===== src/common/l1d_arb_macros.svh =====
`ifndef L1D_ARB_MACROS_SVH
`define L1D_ARB_MACROS_SVH

// load pipes feeding the bank.
`define L1D_LD_PORTS 2

// instruction side tags and opcodes.
`define ROB_TAG_W 4
`define PREG_TAG_W 6
`define LDU_OP_W 3
`define STU_OP_W 5

// 64 sets of 64 byte lines.
`define L1D_IDX_W 6
`define L1D_OFFSET_W 6

`define PADDR_W 56
`define L1D_TAG_W (`PADDR_W - `L1D_IDX_W - `L1D_OFFSET_W)
`define PPN_W 44

`define XLEN 64

// one cache line and its byte enables.
`define LINE_W 512
`define LINE_BYTES 64

`endif

===== src/common/l1d_arb_pkg.sv =====
`default_nettype none

`include "l1d_arb_macros.svh"

package l1d_arb_pkg;

	typedef logic [`ROB_TAG_W-1:0] rob_tag_t;
	typedef logic [`PREG_TAG_W-1:0] preg_tag_t;
	typedef logic [`LDU_OP_W-1:0] ldu_op_t;
	typedef logic [`STU_OP_W-1:0] stu_op_t;

	typedef logic [`L1D_IDX_W-1:0] l1d_idx_t;
	typedef logic [`L1D_OFFSET_W-1:0] l1d_offset_t;
	typedef logic [`L1D_TAG_W-1:0] l1d_tag_t;   // virtual tag of a load.
	typedef logic [`PADDR_W-1:0] paddr_t;
	typedef logic [`PPN_W-1:0] ppn_t;

	typedef logic [`XLEN-1:0] xlen_data_t;
	typedef logic [`LINE_W-1:0] line_data_t;
	typedef logic [`LINE_BYTES-1:0] line_mask_t;

	// one bit per load pipe, and a pipe number.
	typedef logic [`L1D_LD_PORTS-1:0] ld_port_vec_t;
	typedef logic [$clog2(`L1D_LD_PORTS)-1:0] ld_port_idx_t;

	// data store opcodes, sizes 1, 2, 4 and 8 bytes.
	// other encodings (amo, cache ops) carry no store data.
	typedef enum logic [`STU_OP_W-1:0] {
		STU_SB = `STU_OP_W'(0),
		STU_SH = `STU_OP_W'(1),
		STU_SW = `STU_OP_W'(2),
		STU_SD = `STU_OP_W'(3)
	} stu_op_e;

endpackage

`default_nettype wire


===== src/hdl/l1d_bank_input_arb.sv =====
`default_nettype none

`include "l1d_arb_macros.svh"

module l1d_bank_input_arb
	import l1d_arb_pkg::*;
(
	input wire logic clk,
	input wire logic rst,

	// load pipes.
	input wire ld_port_vec_t ls_ld_req_vld_i,
	input wire rob_tag_t [`L1D_LD_PORTS-1:0] ls_ld_req_rob_tag_i,
	input wire preg_tag_t [`L1D_LD_PORTS-1:0] ls_ld_req_prd_i,
	input wire ldu_op_t [`L1D_LD_PORTS-1:0] ls_ld_req_opcode_i,
	input wire l1d_idx_t [`L1D_LD_PORTS-1:0] ls_ld_req_idx_i,
	input wire l1d_offset_t [`L1D_LD_PORTS-1:0] ls_ld_req_offset_i,
	input wire l1d_tag_t [`L1D_LD_PORTS-1:0] ls_ld_req_vtag_i,
	input wire ld_port_vec_t stb_ld_req_rdy_i,
	output ld_port_vec_t ls_ld_req_rdy_o,

	// dtlb responses from the load pipes.
	input wire ld_port_vec_t ls_dtlb_resp_vld_i,
	input wire ppn_t [`L1D_LD_PORTS-1:0] ls_dtlb_resp_ppn_i,
	input wire ld_port_vec_t ls_dtlb_resp_excp_vld_i,
	input wire ld_port_vec_t ls_dtlb_resp_hit_i,

	// store pipe.
	input wire logic ls_st_req_vld_i,
	input wire rob_tag_t ls_st_req_rob_tag_i,
	input wire preg_tag_t ls_st_req_prd_i,
	input wire stu_op_t ls_st_req_opcode_i,
	input wire paddr_t ls_st_req_paddr_i,
	input wire xlen_data_t ls_st_req_data_i,
	output logic ls_st_req_rdy_o,

	// bank load request.
	output logic l1d_ld_req_vld_o,
	output rob_tag_t l1d_ld_req_rob_tag_o,
	output preg_tag_t l1d_ld_req_prd_o,
	output ldu_op_t l1d_ld_req_opcode_o,
	output l1d_idx_t l1d_ld_req_idx_o,
	output l1d_offset_t l1d_ld_req_offset_o,
	output l1d_tag_t l1d_ld_req_vtag_o,
	output logic l1d_stb_ld_req_rdy_o,
	input wire logic l1d_ld_req_rdy_i,

	// bank dtlb response.
	output logic dtlb_resp_vld_o,
	output logic dtlb_resp_excp_vld_o,
	output logic dtlb_resp_hit_o,
	output ppn_t dtlb_resp_ppn_o,
	input wire logic dtlb_resp_rdy_i,   // bank always takes the response.

	// bank store request.
	output logic l1d_st_req_vld_o,
	output rob_tag_t l1d_st_req_rob_tag_o,
	output preg_tag_t l1d_st_req_prd_o,
	output stu_op_t l1d_st_req_opcode_o,
	output paddr_t l1d_st_req_paddr_o,
	output line_data_t l1d_st_req_data_o,
	output line_mask_t l1d_st_req_data_byte_mask_o,
	input wire logic l1d_st_req_rdy_i
);

	ld_port_vec_t ld_hsk;

	ld_req_rr_arb u_ld_arb (
		.clk(clk),
		.rst(rst),
		.req_vld_i(ls_ld_req_vld_i),
		.req_rob_tag_i(ls_ld_req_rob_tag_i),
		.req_prd_i(ls_ld_req_prd_i),
		.req_opcode_i(ls_ld_req_opcode_i),
		.req_idx_i(ls_ld_req_idx_i),
		.req_offset_i(ls_ld_req_offset_i),
		.req_vtag_i(ls_ld_req_vtag_i),
		.stb_rdy_i(stb_ld_req_rdy_i),
		.bank_rdy_i(l1d_ld_req_rdy_i),
		.req_rdy_o(ls_ld_req_rdy_o),
		.bank_vld_o(l1d_ld_req_vld_o),
		.bank_rob_tag_o(l1d_ld_req_rob_tag_o),
		.bank_prd_o(l1d_ld_req_prd_o),
		.bank_opcode_o(l1d_ld_req_opcode_o),
		.bank_idx_o(l1d_ld_req_idx_o),
		.bank_offset_o(l1d_ld_req_offset_o),
		.bank_vtag_o(l1d_ld_req_vtag_o),
		.bank_stb_rdy_o(l1d_stb_ld_req_rdy_o),
		.hsk_o(ld_hsk)
	);

	// single store port, so no arbitration.
	assign l1d_st_req_vld_o = ls_st_req_vld_i;
	assign ls_st_req_rdy_o = l1d_st_req_rdy_i;
	assign l1d_st_req_rob_tag_o = ls_st_req_rob_tag_i;
	assign l1d_st_req_prd_o = ls_st_req_prd_i;
	assign l1d_st_req_opcode_o = ls_st_req_opcode_i;
	assign l1d_st_req_paddr_o = ls_st_req_paddr_i;

	st_line_fmt u_st_fmt (
		.st_opcode_i(ls_st_req_opcode_i),
		.st_offset_i(ls_st_req_paddr_i[`L1D_OFFSET_W-1:0]),
		.st_data_i(ls_st_req_data_i),
		.line_data_o(l1d_st_req_data_o),
		.line_mask_o(l1d_st_req_data_byte_mask_o)
	);

	dtlb_resp_steer u_dtlb_steer (
		.clk(clk),
		.rst(rst),
		.hsk_i(ld_hsk),
		.tlb_vld_i(ls_dtlb_resp_vld_i),
		.tlb_excp_i(ls_dtlb_resp_excp_vld_i),
		.tlb_hit_i(ls_dtlb_resp_hit_i),
		.tlb_ppn_i(ls_dtlb_resp_ppn_i),
		.resp_vld_o(dtlb_resp_vld_o),
		.resp_excp_o(dtlb_resp_excp_vld_o),
		.resp_hit_o(dtlb_resp_hit_o),
		.resp_ppn_o(dtlb_resp_ppn_o)
	);

endmodule

`default_nettype wire


===== src/hdl/dtlb_resp_steer.sv =====
`default_nettype none

`include "l1d_arb_macros.svh"

module dtlb_resp_steer
	import l1d_arb_pkg::*;
(
	input wire logic clk,
	input wire logic rst,
	input wire ld_port_vec_t hsk_i,
	input wire ld_port_vec_t tlb_vld_i,
	input wire ld_port_vec_t tlb_excp_i,
	input wire ld_port_vec_t tlb_hit_i,
	input wire ppn_t [`L1D_LD_PORTS-1:0] tlb_ppn_i,
	output logic resp_vld_o,
	output logic resp_excp_o,
	output logic resp_hit_o,
	output ppn_t resp_ppn_o
);

	ld_port_vec_t hsk_q;   // pipe accepted last cycle, one-hot.

	always_ff @(posedge clk or negedge rst) begin
		if (!rst)
			hsk_q <= '0;
		else
			hsk_q <= hsk_i;
	end

	// translation for the load arrives a cycle behind its request.
	always_comb begin
		resp_vld_o = 1'b0;
		resp_excp_o = 1'b0;
		resp_hit_o = 1'b0;
		resp_ppn_o = '0;
		for (int j = 0; j < `L1D_LD_PORTS; j++) begin
			if (hsk_q[j]) begin
				resp_vld_o = tlb_vld_i[j];
				resp_excp_o = tlb_excp_i[j];
				resp_hit_o = tlb_hit_i[j];
				resp_ppn_o = tlb_ppn_i[j];
			end
		end
	end

endmodule

`default_nettype wire


===== src/hdl/st_line_fmt.sv =====
`default_nettype none

`include "l1d_arb_macros.svh"

module st_line_fmt
	import l1d_arb_pkg::*;
(
	input wire stu_op_t st_opcode_i,
	input wire l1d_offset_t st_offset_i,
	input wire xlen_data_t st_data_i,
	output line_data_t line_data_o,
	output line_mask_t line_mask_o
);

	localparam int XLEN_BYTES = `XLEN / 8;

	logic [3:0] st_bytes;
	logic [XLEN_BYTES-1:0] size_mask;
	xlen_data_t data_keep;
	xlen_data_t data_sized;
	logic [$clog2(`LINE_W)-1:0] bit_shift;

	// store size in bytes.
	always_comb begin
		case (st_opcode_i)
			STU_SB: st_bytes = 4'd1;
			STU_SH: st_bytes = 4'd2;
			STU_SW: st_bytes = 4'd4;
			STU_SD: st_bytes = 4'd8;
			default: st_bytes = 4'd0;   // no data, empty mask.
		endcase
	end

	assign size_mask = XLEN_BYTES'((16'd1 << st_bytes) - 16'd1);

	// clear the bytes above the store size.
	always_comb begin
		for (int i = 0; i < XLEN_BYTES; i++)
			data_keep[i*8 +: 8] = {8{size_mask[i]}};
	end

	assign data_sized = st_data_i & data_keep;

	assign bit_shift = {st_offset_i, 3'b000};

	// anything shifted past byte 63 falls off the line.
	assign line_mask_o = line_mask_t'(size_mask) << st_offset_i;
	assign line_data_o = line_data_t'(data_sized) << bit_shift;

endmodule

`default_nettype wire


===== src/hdl/ld_req_rr_arb.sv =====
`default_nettype none

`include "l1d_arb_macros.svh"

module ld_req_rr_arb
	import l1d_arb_pkg::*;
(
	input wire logic clk,
	input wire logic rst,
	input wire ld_port_vec_t req_vld_i,
	input wire rob_tag_t [`L1D_LD_PORTS-1:0] req_rob_tag_i,
	input wire preg_tag_t [`L1D_LD_PORTS-1:0] req_prd_i,
	input wire ldu_op_t [`L1D_LD_PORTS-1:0] req_opcode_i,
	input wire l1d_idx_t [`L1D_LD_PORTS-1:0] req_idx_i,
	input wire l1d_offset_t [`L1D_LD_PORTS-1:0] req_offset_i,
	input wire l1d_tag_t [`L1D_LD_PORTS-1:0] req_vtag_i,
	input wire ld_port_vec_t stb_rdy_i,
	input wire logic bank_rdy_i,
	output ld_port_vec_t req_rdy_o,
	output logic bank_vld_o,
	output rob_tag_t bank_rob_tag_o,
	output preg_tag_t bank_prd_o,
	output ldu_op_t bank_opcode_o,
	output l1d_idx_t bank_idx_o,
	output l1d_offset_t bank_offset_o,
	output l1d_tag_t bank_vtag_o,
	output logic bank_stb_rdy_o,
	output ld_port_vec_t hsk_o
);

	ld_port_idx_t rr_ptr;      // highest priority pipe.
	ld_port_idx_t grant_idx;
	ld_port_idx_t next_ptr;
	ld_port_vec_t grant;
	logic any_req;

	assign any_req = |req_vld_i;

	// first requester at or after the pointer, in circular order.
	always_comb begin
		int cand;
		logic found;
		found = 1'b0;
		grant_idx = rr_ptr;
		for (int k = 0; k < `L1D_LD_PORTS; k++) begin
			cand = int'(rr_ptr) + k;
			if (cand >= `L1D_LD_PORTS)
				cand = cand - `L1D_LD_PORTS;
			if (!found && req_vld_i[cand]) begin
				found = 1'b1;
				grant_idx = ld_port_idx_t'(cand);
			end
		end
		grant = found ? (ld_port_vec_t'(1) << grant_idx) : '0;
	end

	assign next_ptr = (grant_idx == ld_port_idx_t'(`L1D_LD_PORTS - 1)) ?
		'0 : ld_port_idx_t'(grant_idx + 1'b1);

	// rotates on any request, accepted or not.
	always_ff @(posedge clk or negedge rst) begin
		if (!rst)
			rr_ptr <= '0;
		else if (any_req)
			rr_ptr <= next_ptr;
	end

	assign bank_vld_o = any_req;
	assign bank_rob_tag_o = req_rob_tag_i[grant_idx];
	assign bank_prd_o = req_prd_i[grant_idx];
	assign bank_opcode_o = req_opcode_i[grant_idx];
	assign bank_idx_o = req_idx_i[grant_idx];
	assign bank_offset_o = req_offset_i[grant_idx];
	assign bank_vtag_o = req_vtag_i[grant_idx];
	assign bank_stb_rdy_o = stb_rdy_i[grant_idx];

	assign req_rdy_o = grant & {`L1D_LD_PORTS{bank_rdy_i}};   // losers never see ready.
	assign hsk_o = req_rdy_o & req_vld_i;

endmodule

`default_nettype wire


===== config.mk =====
export PLATFORM = sky130hd
export DESIGN_NAME = l1d_bank_input_arb
export DESIGN_NICKNAME = d
export VERILOG_FILES = /design/src/common/l1d_arb_pkg.sv /design/src/hdl/l1d_bank_input_arb.sv /design/src/hdl/dtlb_resp_steer.sv /design/src/hdl/st_line_fmt.sv /design/src/hdl/ld_req_rr_arb.sv
export VERILOG_INCLUDE_DIRS = /design/src /design/src/common
export SDC_FILE = /design/constraint.sdc
export NUM_CORES = 1
export LEC_CHECK = 0
export ABC_AREA = 1
export BUFFER_PORTS_ARGS = -buffer_cell sky130_fd_sc_hd__buf_4
export CORE_AREA = 5 5 445 447
export CTS_CLUSTER_DIAMETER = 40
export DETAILED_ROUTE_END_ITERATION = 10
export DIE_AREA = 0 0 450 452
export HOLD_SLACK_MARGIN = 0.08
export PLACE_DENSITY = 0.3
export SYNTH_ARGS = -nofsm -noshare
export SYNTH_HDL_FRONTEND = slang
export SYNTH_HIERARCHICAL = 1
export SYNTH_SLANG_ARGS = --single-unit
export TNS_END_PERCENT = 1

===== constraint.sdc =====
create_clock -name clk -period 2.6 [get_ports clk]
set_input_delay 0.39 -clock clk [delete_from_list [all_inputs] [get_ports clk]]
set_output_delay 0.39 -clock clk [all_outputs]
set_load 0.01 [all_outputs]

After elaboration in Yosys (flattened, before gate mapping)
Cells that the tools add are included.
{ "word_totals": {"elab_cells": 63, "regBits": 3} }
{ "classes": {"reduce_logical": 4, "bitwise": 3, "shifts": 4, "order_cmp": 5, "addsub": 5, "n_mux": 37, "eq_ne": 3} }
{ "ops": {"columns": ["cell", "count"], "rows": [
  ["$shl A64 B9 Y512", 1],
  ["$mux W44", 4],
  ["$and A64 B64 Y64", 1],
  ["$lt A32 B3 Y1 const B", 2],
  ["$mux W32", 2],
  ["$shl A8 B6 Y64", 1],
  ["$mux W6", 6],
  ["$ge A32 B3 Y1 const B", 1],
  ["$sub A32 B3 Y32 const B", 1],
  ["$mux W1", 19],
  ["$pmux W4 S4", 1],
  ["$eq A5 B2 Y1 const B", 2],
  ["$mux W4", 2],
  ["$shl A1 B4 Y8 const A", 1],
  ["$sub A8 B1 Y8 const B", 1],
  ["$mux W3", 2],
  ["$eq A5 B1 Y1 const B", 1],
  ["$logic_not A5 Y1", 1],
  ["$and A2 B2 Y2", 2],
  ["$sub A1 B2 Y3 const B", 1],
  ["$add A1 B1 Y2 const B", 1],
  ["$ge A1 B2 Y1 const B", 1],
  ["$lt A1 B2 Y1 const B", 1],
  ["$mux W2", 1],
  ["other kinds (5)", 5]
]} }

Longest topological paths before layout
{ "depth": {"word_depth": 13, "depth_mapped": 16, "ltp_nobuf": 15} }

By module
The synthesis kept the hierarchy.
{ "by_module_without_submodules": {"columns": ["mod", "n_inst", "seq_area_each_um2", "area_each_um2", "cells_per_inst"], "rows": [
  ["st_line_fmt", 1, 0.0, 9646.8, 2173],
  ["ld_req_rr_arb", 1, 25.0, 1186.1, 247],
  ["dtlb_resp_steer", 1, 50.0, 750.7, 159],
  ["l1d_bank_input_arb", 1, 0.0, 548.0, 73]
]} }

Worst setup path after synthesis
OpenSTA, ideal clock, no wires.
{ "synth_path": {"path_kind": "in2out", "startpoint": "input port ls_st_req_opcode_i[3]", "endpoint": "output port l1d_st_req_data_o[269]", "arrival_time_ns": 2.356, "path_stages": 14, "required_ns": 2.210, "path_buffers": 1, "path_slack_ns": -0.146, "path_cell_list": "nor2_4 -> inv_1 -> nor2_2 -> ha_1 -> clkinv_1 -> clkbuf_1 -> nand2_1 -> o21ai_0 -> nand2_1 -> nor2_1 -> nand2_1 -> nor2_1 -> nand2_1 -> o21ai_0"} }
{ "synth_between": {"elab_chain_len": 6, "elab_cells_between_ends": 9} }
{ "synth_lines": {"columns": ["item", "line_no", "text"], "rows": [
  ["start: declaration", "l1d_bank_input_arb.sv:32", "input wire stu_op_t ls_st_req_opcode_i,"],
  ["$eq A5 B2 Y1, or another cell as far along", "st_line_fmt.sv:25", "case (st_opcode_i)"],
  ["$pmux W4 S4 (*)", "st_line_fmt.sv:25", null],
  ["$shl A1 B4 Y8 (*)", "st_line_fmt.sv:34", "assign size_mask = XLEN_BYTES'((16'd1 << st_bytes) - 16'd1);"],
  ["$sub A8 B1 Y8 (*)", "st_line_fmt.sv:34", null],
  ["$and A64 B64 Y64 (*)", "st_line_fmt.sv:42", "assign data_sized = st_data_i & data_keep;"],
  ["$shl A64 B9 Y512 (*)", "st_line_fmt.sv:48", "assign line_data_o = line_data_t'(data_sized) << bit_shift;"],
  ["end: declaration", "l1d_bank_input_arb.sv:61", "output line_data_t l1d_st_req_data_o,"]
]} }
Mark *: on every way between the ends. The rest lies on a longest branch, timed or not.

Final worst setup path
{ "layout_path": {"startpoint": "input port ls_st_req_opcode_i[3]", "endpoint": "output port l1d_st_req_data_o[277]"} }
Same word-level chain as after synthesis.

==> results.cfg <==
[place]
finalWeightedCongestion = 0.908
dp_cells = 6406
portBuffers = 1020
dp.final_hpwl_um = 156000

[timing]
hold_violations = 0
post-route-period-util_pct = 127
slew_violations = 0
post-route-min-period_ns = 3.30
final.hold.worst_slack_ns = 0.452
rsz0062_at_grt = true
setup_viol = 576
tightestPinTransition_ns = 0.674
slew_headroom_pct = 55.1
max_freq_mhz = 303
layout_setup_ws_ns = -0.702
fin_skew_ns = 0.000664

[pwr]
power_frac_seq_pct = 1.0
p_int_mw = 2.15
finalPower_mw = 5.25
ir_drop_uv = 187
power-per-cell-area_nw_per_um2 = 180
leakagePower_nw = 13.9
switching_share_pct = 59.2
clkPwrFrac_pct = 4.6
combPwrFrac_pct = 94.4
p_switching_mw = 3.11

[global_route]
grt_usage_pct = 16.4
grt_pass1_wl_um = 230000
grt_use_met1_pct = 20.9
met3_usage_pct = 2.87
met2_usage_pct = 28.9
grt_busiest_layer = met2
grt_pass1_vias = 23900
grt_antenna_before_repair = 57
grt_max_degree = 69
overflow = 0

[routing]
dr_total_vias = 24500
drc = 0
drtPass1Iterations = 6
wl_per_cell_um = 27.6
ant_nets = 0
first_iter_violations = 2029
routed_wirelength_um = 178000
via_per_inst = 3.80

[yosys]
ys_ff_latch = 3
syn_area_um2 = 12100
syn_area_per_cell_um2 = 4.57
synth_warnings = 6
synth_top_flop_cell = dfrtp_1
synth_edf_count = 0
synth.net_count = 3030
synth.distinct_cells = 32
synthCells = 2652
async_flop_share_pct = 100
netlist.top_cell.by_area = nand2_1
synth_top_area_share_pct = 27.2
yosysSeqAreaShare_pct = 0.619
synth_area_leaders = nand2_1, nand3_1, nor2_1

[critical_path]
timing.rr.start = u_ld_arb/rr_ptr$_DFFE_PN0P_
worst_path_max_delay_cell = ha_4
end_kind = output port
r2r_slack_ns = 1.31
crit_chain = buf_8 -> nor2_4 -> buf_6 -> nand3_4 -> ha_4 -> inv_2 -> nand4_1 -> nand2_2 -> nand3_1 -> nand2_1 -> nand2_1 -> nand2_1 -> nand2_2 -> buf_4 -> nor2_1 -> nand3_1 -> o21ai_0 -> buf_4
slowest_delay_ns = 0.22
cpMostUsedCell = nand2_1
reg2reg_depth = 5
crit_fanout = 4
cp.required_ns = 2.21
crit_type = in2out
critPathArrivalTime_ns = 2.91
reg2reg_to = u_dtlb_steer/hsk_q[1]$_DFF_PN0_
worst_setup_path_start_kind = primary input
crit_family = simple AND/OR/NAND/NOR gates
crit_buf_inv = 5

[die]
dieArea_um2 = 203000
ios = 1146
start_util_pct = 6.26
die_h_um = 452
num_rows = 162
coreArea_um2 = 194000
die_w_um = 450

[clock_tree]
clk_transition_reported_paths_ns = 0.03
clock-sinks = 3
cts_tree = built
cts_root_buf = clkbuf_16
clockBufferDepth = 2
clock_latency_ns = 0.22
cts-htree-levels = 1
numCtsBuffers = 3

[outcome]
violations = negative setup slack
outcome = finished, violations left

[cells_and_area]
drive_above_1_share_pct = 56.4
final_cells = 6440
finalNetCount = 4273
area_delta_synth_final_pct = 140
final_common_cell = buf_4
layout_common_cells = buf_4, nand2_1, nand3_1

[hold_path]
hold_start = l1d_ld_req_rdy_i
min_path_cells = 3
hold_end = u_dtlb_steer/hsk_q[0]$_DFF_PN0_
hold_path_class = in2reg

[job]
cap_violations = 0
## layout make-up
cell class	instances	area, um2
flip-flops and latches	3	75.1
multi-input cells	2263	12800
clock buffers	4	78.8
inverters	69	299
well taps	2542	3180
diodes	4	10.0
fillers	22900	165000
repair buffers	1555	12700
## flip-flops by register name (all words and copies together) (netlist names)
signal / cells
u_ld_arb/rr_ptr: 1
u_dtlb_steer/hsk_q: 2
## through the flow
stage                     setup TNS, ns  setup slack [ns]  utilization [%]  area [um2]
final                           -288.21            -0.702             15.0       29100
after CTS                       -298.98            -0.658             14.4       27800
after global placement          -613.92             -1.61             13.3       25900
after global routing            -332.35            -0.766             15.0       29100
after floorplan                   -2.24           -0.0802                -       12100
after detailed placement        -572.16             -1.55             13.3       25900
## cell usage after synthesis, types with 2 or more instances
cell type	count
nand2_1	878
nand3_1	522
nor2_1	439
clkbuf_1	110
a21oi_1	107
o21ai_0	103
nand4_1	98
buf_4	90
buf_2	56
inv_1	56
buf_1	46
nor3_1	27
nand3_2	22
o21ai_1	15
buf_6	13
o21ai_2	13
inv_2	11
nor4_1	11
nand2_2	9
nor2_2	6
nor2_4	6
dfrtp_1	3
clkinv_1	2
## worst min-delay path, delay by kind of cell
kind	cells	cell delay, ns
buffers and inverters	2	0.18
and+or+nand+nor	1	0.05
## worst max path at each step
stage                           from                               to  cells after the start
4_1_cts        ls_st_req_opcode_i[2]             l1d_st_req_data_o[9]                     18
6_report       ls_st_req_opcode_i[3]           l1d_st_req_data_o[277]                     18
5_1_grt        ls_st_req_opcode_i[3]  l1d_st_req_data_byte_mask_o[12]                     18
2_1_floorplan  ls_st_req_opcode_i[3]           l1d_st_req_data_o[352]                     14
3_5_place_dp   ls_st_req_opcode_i[1]             l1d_st_req_data_o[9]                     17
3_3_place_gp   ls_st_req_opcode_i[1]           l1d_st_req_data_o[463]                     17
## routing by layer
layer / vias to the layer above / share of wire, %
met2: 1030 / 49
li1: 11200 / -
met5: - / 0.066
met1: 12000 / 43
met4: 20 / 2.8
met3: 196 / 5.6
## cells by family after synthesis
family                     after synthesis  synth area share [%]
and+or+nand+nor                       2023                  72.8
buffers and inverters                  386                  16.2
AOI/OAI and AO/OA                      239                  10.3
DFF                                      3                 0.619
adders and majority gates                1                 0.103
## power groups by stage
stage	Clock (mW)	Sequential (mW)	Combinational, mW
after floorplan	0	0.0525	1.74
after global placement	0	0.0548	4.55
after detailed placement	0	0.0548	4.54
after CTS	0.247	0.0543	4.81
after global routing	0.252	0.0547	5.22
final	0.242	0.0540	4.96
## timing repair
action	in CTS	in global routing
gates resized for setup	501	324
buffers inserted	18	11
endpoints found under the setup margin	576	576
hold endpoints to repair	3	0
hold buffers	1	0
cloned	1	0
pin swaps	71	67
Note: power is estimated with default switching activity, not from simulation.
